`config.mk`:
```
export PLATFORM = sky130hd
export DESIGN_NAME = cgra_net_top
export DESIGN_NICKNAME = d
export VERILOG_FILES = /design/src/hdl/cgra_net_pkg.sv /design/src/hdl/conf_axil_bridge.sv /design/src/hdl/switch_conf_reader.sv /design/src/hdl/switch_conf_mem.sv /design/src/hdl/switch_pc.sv /design/src/hdl/net_crossbar.sv /design/src/hdl/cgra_net_top.sv
export SDC_FILE = /design/constraint.sdc
export NUM_CORES = 2
export LEC_CHECK = 0
export BUFFER_PORTS_ARGS = -buffer_cell sky130_fd_sc_hd__buf_2
export CAP_MARGIN = 20
export CORE_ASPECT_RATIO = 0.9
export CORE_UTILIZATION = 30
export CTS_CLUSTER_SIZE = 16
export DETAILED_ROUTE_END_ITERATION = 16
export PLACE_DENSITY = 0.49
export SYNTH_ARGS = -nofsm -noshare
export SYNTH_HDL_FRONTEND = slang
export SYNTH_HIERARCHICAL = 1
export SYNTH_SLANG_ARGS = --single-unit
```
`constraint.sdc`:
```
create_clock -name clk -period 5.6 [get_ports clk]
set_input_delay 1.4 -clock clk [delete_from_list [all_inputs] [get_ports clk]]
set_output_delay 1.4 -clock clk [all_outputs]
set_load 0.005 [all_outputs]
```
`src/hdl/cgra_net_pkg.sv`:
```
package cgra_net_pkg;

  // configuration types carried in bits 7:0 of every bus word
  localparam logic [7:0] conf_none            = 8'd0;
  localparam logic [7:0] conf_pe_instruction  = 8'd1;
  localparam logic [7:0] conf_pe_const        = 8'd2;
  localparam logic [7:0] conf_pe_pc_max       = 8'd3;
  localparam logic [7:0] conf_pe_pc_loop      = 8'd4;
  localparam logic [7:0] conf_pe_store_ignore = 8'd5;
  localparam logic [7:0] conf_net_pc_max      = 8'd6;
  localparam logic [7:0] conf_net_pc_loop     = 8'd7;
  localparam logic [7:0] conf_net_switch      = 8'd8;

  localparam int conf_w    = 64;
  localparam int lane_w    = 8;
  localparam int num_lanes = 4;
  localparam int sel_w     = 2;  // source select per output lane
  localparam int pc_w      = 8;

  // routing memory write
  typedef struct packed {
    logic [7:0]  unused;
    logic [15:0] route;      // low byte used
    logic [15:0] addr;       // low byte used
    logic [15:0] switch_id;
    logic [7:0]  conf_type;
  } conf_net_t;

  // loop bound write
  typedef struct packed {
    logic [7:0]  unused;
    logic [31:0] value;      // low byte used
    logic [15:0] switch_id;
    logic [7:0]  conf_type;
  } conf_pc_t;

  typedef union packed {
    conf_net_t net;
    conf_pc_t  pc;
  } conf_word_u;

endpackage

```
`src/hdl/conf_axil_bridge.sv`:
```
`timescale 1ns/1ps

module conf_axil_bridge
  import cgra_net_pkg::*;
(
  input  logic              clk,
  input  logic              rst,
  input  logic              awvalid,
  output logic              awready,
  input  logic [3:0]        awaddr,
  input  logic              wvalid,
  output logic              wready,
  input  logic [31:0]       wdata,
  input  logic [3:0]        wstrb,
  output logic              bvalid,
  input  logic              bready,
  output logic [1:0]        bresp,
  input  logic              arvalid,
  output logic              arready,
  input  logic [3:0]        araddr,
  output logic              rvalid,
  input  logic              rready,
  output logic [31:0]       rdata,
  output logic [1:0]        rresp,
  output logic [conf_w-1:0] conf_bus
);

  logic [31:0] conf_lo;
  logic [31:0] conf_hi;
  logic [31:0] lo_merged;
  logic [31:0] hi_merged;
  logic        wr_fire;
  logic        rd_fire;

  function automatic logic [31:0] merge_bytes(input logic [31:0] old_word,
                                              input logic [31:0] data,
                                              input logic [3:0]  strb);
    logic [31:0] word;
    word = old_word;
    for (int b = 0; b < 4; b++) begin
      if (strb[b])
        word[8*b +: 8] = data[8*b +: 8];
    end
    return word;
  endfunction

  assign wr_fire   = awvalid && awready && wvalid && wready;
  assign rd_fire   = arvalid && arready;
  assign lo_merged = merge_bytes(conf_lo, wdata, wstrb);
  assign hi_merged = merge_bytes(conf_hi, wdata, wstrb);
  assign bresp     = 2'b00;  // always OKAY
  assign rresp     = 2'b00;

  always_ff @(posedge clk) begin
    if (rst) begin
      awready  <= 1'b0;
      wready   <= 1'b0;
      bvalid   <= 1'b0;
      conf_lo  <= '0;
      conf_hi  <= '0;
      conf_bus <= '0;
    end else begin
      // one-cycle ready, only while no response is pending
      awready  <= awvalid && wvalid && !bvalid && !awready;
      wready   <= awvalid && wvalid && !bvalid && !awready;
      conf_bus <= '0;
      if (wr_fire) begin
        bvalid <= 1'b1;
        if (awaddr == 4'h0)
          conf_lo <= lo_merged;
        if (awaddr == 4'h4) begin
          conf_hi  <= hi_merged;
          conf_bus <= {hi_merged, conf_lo};  // launch the word
        end
      end else if (bready) begin
        bvalid <= 1'b0;
      end
    end
  end

  always_ff @(posedge clk) begin
    if (rst) begin
      arready <= 1'b0;
      rvalid  <= 1'b0;
    end else begin
      arready <= arvalid && !rvalid && !arready;
      if (rd_fire)
        rvalid <= 1'b1;
      else if (rready)
        rvalid <= 1'b0;
    end
  end

  always_ff @(posedge clk) begin
    if (rd_fire) begin
      case (araddr)
        4'h0:    rdata <= conf_lo;
        4'h4:    rdata <= conf_hi;
        default: rdata <= '0;  // unmapped
      endcase
    end
  end

  assert property (@(posedge clk) disable iff (rst) bvalid && !bready |=> bvalid);

  // the bus only ever carries single-cycle words
  assert property (@(posedge clk) disable iff (rst) conf_bus != '0 |=> conf_bus == '0);

endmodule

```
`src/hdl/switch_conf_reader.sv`:
```
`timescale 1ns/1ps

module switch_conf_reader
  import cgra_net_pkg::*;
#(
  parameter int switch_id = 0
)(
  input  logic              clk,
  input  logic              rst,
  input  logic [conf_w-1:0] conf_bus,
  output logic [pc_w-1:0]   pc_max,
  output logic [pc_w-1:0]   pc_loop,
  output logic              mem_we,
  output logic [pc_w-1:0]   mem_waddr,
  output logic [lane_w-1:0] mem_wdata
);

  conf_word_u        conf_q;
  logic              id_hit;
  logic              sw_hit;
  logic              bus_hit;
  logic              we_p;
  logic [pc_w-1:0]   waddr_p;
  logic [lane_w-1:0] wdata_p;

  always_ff @(posedge clk) begin
    if (rst)
      conf_q <= '0;
    else
      conf_q <= conf_bus;
  end

  assign id_hit = conf_q.net.switch_id == 16'(switch_id);
  assign sw_hit = id_hit && conf_q.net.conf_type == conf_net_switch;

  // raw bus fields of a routing write for this switch
  assign bus_hit = conf_bus[7:0] == conf_net_switch && conf_bus[23:8] == 16'(switch_id);

  always_ff @(posedge clk) begin
    if (rst) begin
      pc_max  <= '0;
      pc_loop <= '0;
      we_p    <= 1'b0;
      mem_we  <= 1'b0;
    end else begin
      we_p   <= sw_hit;
      mem_we <= we_p;
      if (id_hit) begin
        case (conf_q.pc.conf_type)
          conf_net_pc_max:  pc_max  <= conf_q.pc.value[pc_w-1:0];
          conf_net_pc_loop: pc_loop <= conf_q.pc.value[pc_w-1:0];
          conf_none, conf_pe_instruction, conf_pe_const, conf_pe_pc_max,
          conf_pe_pc_loop, conf_pe_store_ignore: ;  // no PEs in this stage
          default: ;  // net_switch goes through the write pipe
        endcase
      end
    end
  end

  // two-stage write pipe so back-to-back words can overlap
  always_ff @(posedge clk) begin
    waddr_p   <= conf_q.net.addr[pc_w-1:0];
    wdata_p   <= conf_q.net.route[lane_w-1:0];
    mem_waddr <= waddr_p;
    mem_wdata <= wdata_p;
  end

  // every memory write traces back to a matching word three cycles earlier
  assert property (@(posedge clk) disable iff (rst)
    mem_we |-> $past(bus_hit, 3));

endmodule

```
`src/hdl/switch_conf_mem.sv`:
```
`timescale 1ns/1ps

module switch_conf_mem
  import cgra_net_pkg::*;
(
  input  logic              clk,
  input  logic              we,
  input  logic [pc_w-1:0]   waddr,
  input  logic [lane_w-1:0] wdata,
  input  logic [pc_w-1:0]   raddr,
  output logic [lane_w-1:0] rdata
);

  logic [lane_w-1:0] mem [2**pc_w];

  initial begin
    for (int i = 0; i < 2**pc_w; i++)
      mem[i] = '0;
  end

  always_ff @(posedge clk) begin
    if (we)
      mem[waddr] <= wdata;
    rdata <= mem[raddr];  // route for the crossbar's next cycle
  end

endmodule

```
`src/hdl/switch_pc.sv`:
```
`timescale 1ns/1ps

module switch_pc
  import cgra_net_pkg::*;
(
  input  logic            clk,
  input  logic            rst,
  input  logic            run,
  input  logic [pc_w-1:0] pc_max,
  input  logic [pc_w-1:0] pc_loop,
  output logic [pc_w-1:0] pc
);

  always_ff @(posedge clk) begin
    if (rst || !run)
      pc <= '0;
    else if (pc == pc_max)
      pc <= pc_loop;  // wrap back into the loop body
    else
      pc <= pc + 1'b1;
  end

  // program restarts from step 0 whenever run drops
  assert property (@(posedge clk) disable iff (rst) !run |=> pc == '0);

endmodule

```
`src/hdl/net_crossbar.sv`:
```
`timescale 1ns/1ps

module net_crossbar
  import cgra_net_pkg::*;
(
  input  logic                        clk,
  input  logic                        rst,
  input  logic [lane_w-1:0]           route,
  input  logic [num_lanes*lane_w-1:0] lane_in,
  output logic [num_lanes*lane_w-1:0] lane_out
);

  logic [num_lanes*lane_w-1:0] lane_q;
  logic [num_lanes*lane_w-1:0] xbar_d;

  // lanes are sampled alongside the memory read
  always_ff @(posedge clk) begin
    lane_q <= lane_in;
  end

  always_comb begin
    for (int k = 0; k < num_lanes; k++)
      xbar_d[k*lane_w +: lane_w] = lane_q[route[sel_w*k +: sel_w]*lane_w +: lane_w];
  end

  always_ff @(posedge clk) begin
    if (rst)
      lane_out <= '0;
    else
      lane_out <= xbar_d;
  end

endmodule

```
`src/hdl/cgra_net_top.sv`:
```
`timescale 1ns/1ps

module cgra_net_top
  import cgra_net_pkg::*;
(
  input  logic                        clk,
  input  logic                        rst,
  input  logic                        run,
  input  logic [num_lanes*lane_w-1:0] lane_in,
  output logic [num_lanes*lane_w-1:0] lane_out,
  input  logic                        awvalid,
  output logic                        awready,
  input  logic [3:0]                  awaddr,
  input  logic                        wvalid,
  output logic                        wready,
  input  logic [31:0]                 wdata,
  input  logic [3:0]                  wstrb,
  output logic                        bvalid,
  input  logic                        bready,
  output logic [1:0]                  bresp,
  input  logic                        arvalid,
  output logic                        arready,
  input  logic [3:0]                  araddr,
  output logic                        rvalid,
  input  logic                        rready,
  output logic [31:0]                 rdata,
  output logic [1:0]                  rresp
);

  logic [conf_w-1:0]           conf_bus;
  logic [pc_w-1:0]             pc_max_0, pc_loop_0, pc_0, waddr_0;
  logic [pc_w-1:0]             pc_max_1, pc_loop_1, pc_1, waddr_1;
  logic                        we_0, we_1;
  logic [lane_w-1:0]           wdata_0, route_0;
  logic [lane_w-1:0]           wdata_1, route_1;
  logic [num_lanes*lane_w-1:0] lane_mid;  // switch 0 to switch 1

  conf_axil_bridge i_conf_axil_bridge (
    .clk, .rst, .awvalid, .awready, .awaddr, .wvalid, .wready, .wdata, .wstrb,
    .bvalid, .bready, .bresp, .arvalid, .arready, .araddr, .rvalid, .rready,
    .rdata, .rresp, .conf_bus
  );

  // switch 0
  switch_conf_reader #(.switch_id(0)) i_reader_0 (
    .clk, .rst, .conf_bus, .pc_max(pc_max_0), .pc_loop(pc_loop_0),
    .mem_we(we_0), .mem_waddr(waddr_0), .mem_wdata(wdata_0)
  );
  switch_conf_mem i_mem_0 (
    .clk, .we(we_0), .waddr(waddr_0), .wdata(wdata_0), .raddr(pc_0), .rdata(route_0)
  );
  switch_pc i_pc_0 (.clk, .rst, .run, .pc_max(pc_max_0), .pc_loop(pc_loop_0), .pc(pc_0));
  net_crossbar i_xbar_0 (.clk, .rst, .route(route_0), .lane_in, .lane_out(lane_mid));

  // switch 1
  switch_conf_reader #(.switch_id(1)) i_reader_1 (
    .clk, .rst, .conf_bus, .pc_max(pc_max_1), .pc_loop(pc_loop_1),
    .mem_we(we_1), .mem_waddr(waddr_1), .mem_wdata(wdata_1)
  );
  switch_conf_mem i_mem_1 (
    .clk, .we(we_1), .waddr(waddr_1), .wdata(wdata_1), .raddr(pc_1), .rdata(route_1)
  );
  switch_pc i_pc_1 (.clk, .rst, .run, .pc_max(pc_max_1), .pc_loop(pc_loop_1), .pc(pc_1));
  net_crossbar i_xbar_1 (.clk, .rst, .route(route_1), .lane_in(lane_mid), .lane_out);

endmodule

```
==> run summary <==
The flow ran to the end, and the final reports show no timing, DRC or antenna violations. STA puts the critical path data required time at 6450 ps. The internal reg-to-reg setup slack is 1060 ps.

The clock network power share came out at 41.8%. The number of cells traversed by the worst register-to-register path is 9. The worst-case IR drop observed on VDD is 303 uV. The via count of the first global-routing pass is 89,700. The normalized max-slew margin is 18.3%. STA classifies the critical path startpoint as a flip-flop. The total clock buffers created by CTS is 466. The combinational cell fraction of total power is 8.1%. The row count is 265.

The final total negative setup slack came out at 0 ps. The number of design rule violations left after detail routing is 0. The clock period could shrink to 4540 ps.

The final non-filler cell area came out at 0.200 mm^2. The pin count of the biggest net entering global routing came out at 193. The first-pass iteration count of the detailed router is 6. Of the cells placed in the final design, the portion with a size suffix greater than 1 is 22.2%.

The floorplan core area is 0.580 mm^2. The overall via count from detail_route is 88,600. The total congestion overflow is 0.

The netlist area before placement is 0.175 mm^2. The vertical die dimension is 727 um. Buffers added to address setup during post-CTS repair amount to 0. After detailed routing, the number of vias per cell comes to 5.13. Net switching is 23.6% of the power. After technology mapping, the gate count stands at 8,804.

The hold-critical path endpoint is i_xbar_1/lane_q[27]. The tree is rooted in a clkbuf_16. For the worst setup path, the data arrival time is 5390 ps. Dividing total power by cell area gives a power density of 374 mW/mm^2. For the worst-skew pair, the clock arrives at the later sink with an insertion delay of 1030 ps. The overall die area is 0.587 mm^2. Averaged over all synthesized cells, the footprint is 19.9 um^2.

The clock-pin slew of the registers on the worst-case setup and hold paths is 60 ps. The fill cell instance count of the final layout came out at 54,100. Along the worst path, the maximum fanout reaches 22. The initial antenna violation count is 44. The transition time of the tightest slew-check pin is 1220 ps. The global-route met3 utilization came out at 2.50%. The I/O pin count is 157.

The cell leakage power came out at 0.0705 uW. The initial utilization of the core area, before any placement, comes to 30.2%. The last weighted congestion value of the routability-driven placer is 0.799. The analysis attributes to net switching a power of 17,700 uW. The average wire per cell in the routed design came out at 28.0 um. The final hold violation count was 0. The internal power of the cells totals 57,300 uW. The Yosys warning count came out at 6. The CTS tree is built. The final count of pins violating max slew is 0. STA classifies the critical path endpoint as a flip-flop. The count of buffers added on input and output ports is 152. The layout net count is 9,210.

The post-route antenna net violation count is 0. The combined global-route utilization of all metal layers came out at 15.9%. The worst hold path begins at i_xbar_0/lane_out[27].

The chip width came out at 808 um. Setup repair after global routing left no endpoint under its margin. The max-capacitance violation count came out at 0. The area of placed instances is 0.185 mm^2. Dividing the final minimum period by the clock period gives 81.0%. The final setup violation count is 0. The worst setup path is of the flip-flop to flip-flop kind. Once the clock tree was built, the resizer swapped 0 gates to a different size. The post-synthesis to final-layout area growth is 14.3%.

The global routing usage on met2 is 24.3%. The detailed router's first-iteration violation count came out at 10,300. The worst register-to-register path begins at i_pc_1/pc[0]. In this run, post-CTS hold repair placed 0 buffers. In this run, flip-flops and latches consume 50.1% of the power. The clock sink count is 4,576. The first-pass GRT wire length is 685 mm.

The endpoint identified for the worst register-to-register timing path is i_mem_1/rdata[3]. The number of cells on the worst hold path came out at 0. The maximum count of clock buffers along a single path is 4.

The min-delay analysis places its worst path in the category flip-flop to flip-flop. The final setup skew came out at 92.8 ps. The most utilized layer in the global route result is met2. The placed wire-length estimate came out at 298 mm. The H-tree level count is 5. The met1 usage is 23.9%. After detailed routing, the total wire length is 483 mm.

The achievable frequency is 220 MHz.
## power by group through the flow
| stage | Clock, uW | Combinational [uW] | Sequential, uW |
|---|---|---|---|
| 4_1_cts | 32000 | 6120 | 37600 |
| 3_3_place_gp | 0 | 6070 | 38300 |
| 2_1_floorplan | 0 | 4340 | 37800 |
| 3_5_place_dp | 0 | 6110 | 38300 |
| 6_report | 31300 | 6050 | 37600 |
| 5_1_grt | 33200 | 6390 | 37600 |
## sequential cells by signal, summed over array words and instances, names as in the netlist, 32 cells and up
register,flops
i_mem_0/mem,2048
i_mem_1/mem,2048
i_conf_axil_bridge/conf_bus,40
i_reader_0/conf_q,40
i_reader_1/conf_q,40
i_conf_axil_bridge/conf_hi,32
i_conf_axil_bridge/conf_lo,32
i_conf_axil_bridge/rdata,32
i_xbar_0/lane_out,32
i_xbar_0/lane_q,32
i_xbar_1/lane_out,32
i_xbar_1/lane_q,32
## layer usage
layer  vias up  wire, um
li1      36800         -
met1     47800    221000
met2      3392    216000
met3       638     35000
met4        14     10900
met5         -        88
## worst max-delay path, stage by stage (launching register included)
cell	delay, ps
dfxtp_4	740
buf_12	320
buf_12	240
buf_4	310
mux4_2	600
a22o_1	250
a221oi_1	450
o32ai_1	240
nor3_1	960
nor4_1	150
## layout make-up
class / instances / area, um^2 / area share, %
Clock buffer: 594 / 12600 / 6.29
Sequential cell: 4576 / 133000 / 66.4
Antenna cell: 6 / 15.0 / 0.00750
Tap cell: 7743 / 9690 / 4.84
Inverter: 8 / 30.0 / 0.0150
Multi-Input combinational cell: 3659 / 38900 / 19.4
Clock inverter: 272 / 2790 / 1.39
Timing Repair Buffer: 413 / 3270 / 1.63
## layout by cell type (no fill, tap or decap), drive strengths merged, types with 12 or more instances in the layout
master and count:
a211oi 46, a21oi 228, a221oi 28, a22o 48, a22oi 266, and2 47
buf 413, bufinv 46, clkbuf 594, clkinv 204, clkinvlp 12, dfxtp 448
edfxtp 4128, inv 18, mux2i 468, mux4 912, nand2 70, nand2b 122
nand3 89, nand4 58, nor2 580, nor2b 144, nor3 58, nor4 65
o211ai 20, o21ai 58, o221ai 94, o22ai 120, or2 16, xnor2 24
## per-stage QoR
step           hold slack (ps)  worst slack, ps  power [uW]  utilization (%)  cells
2_1_floorplan              310             1370       42200                -   8807
3_3_place_gp               311              889       44400             31.8  16400
3_5_place_dp               312             1100       44400             31.9  16400
4_1_cts                    319             1090       75700             34.5  17300
5_1_grt                    327              965       77200             34.5  17300
6_report                   308             1060       74900             34.5  17300
## worst max-delay path by stage
| stage | cells past startpoint | endpoint | slack (ps) | from |
|---|---|---|---|---|
| 2_1_floorplan | 0 | i_mem_0/mem[0][0] | 1370 | i_reader_0/mem_wdata[0] |
| 3_3_place_gp | 7 | i_mem_1/rdata[3] | 890 | i_pc_1/pc[0] |
| 3_5_place_dp | 9 | i_mem_1/rdata[3] | 1100 | i_pc_1/pc[0] |
| 4_1_cts | 9 | i_mem_1/rdata[3] | 1090 | i_pc_1/pc[0] |
| 5_1_grt | 9 | i_mem_1/rdata[3] | 970 | i_pc_1/pc[0] |
| 6_report | 9 | i_mem_1/rdata[3] | 1060 | i_pc_1/pc[0] |
(Power assumes the default switching activity.)
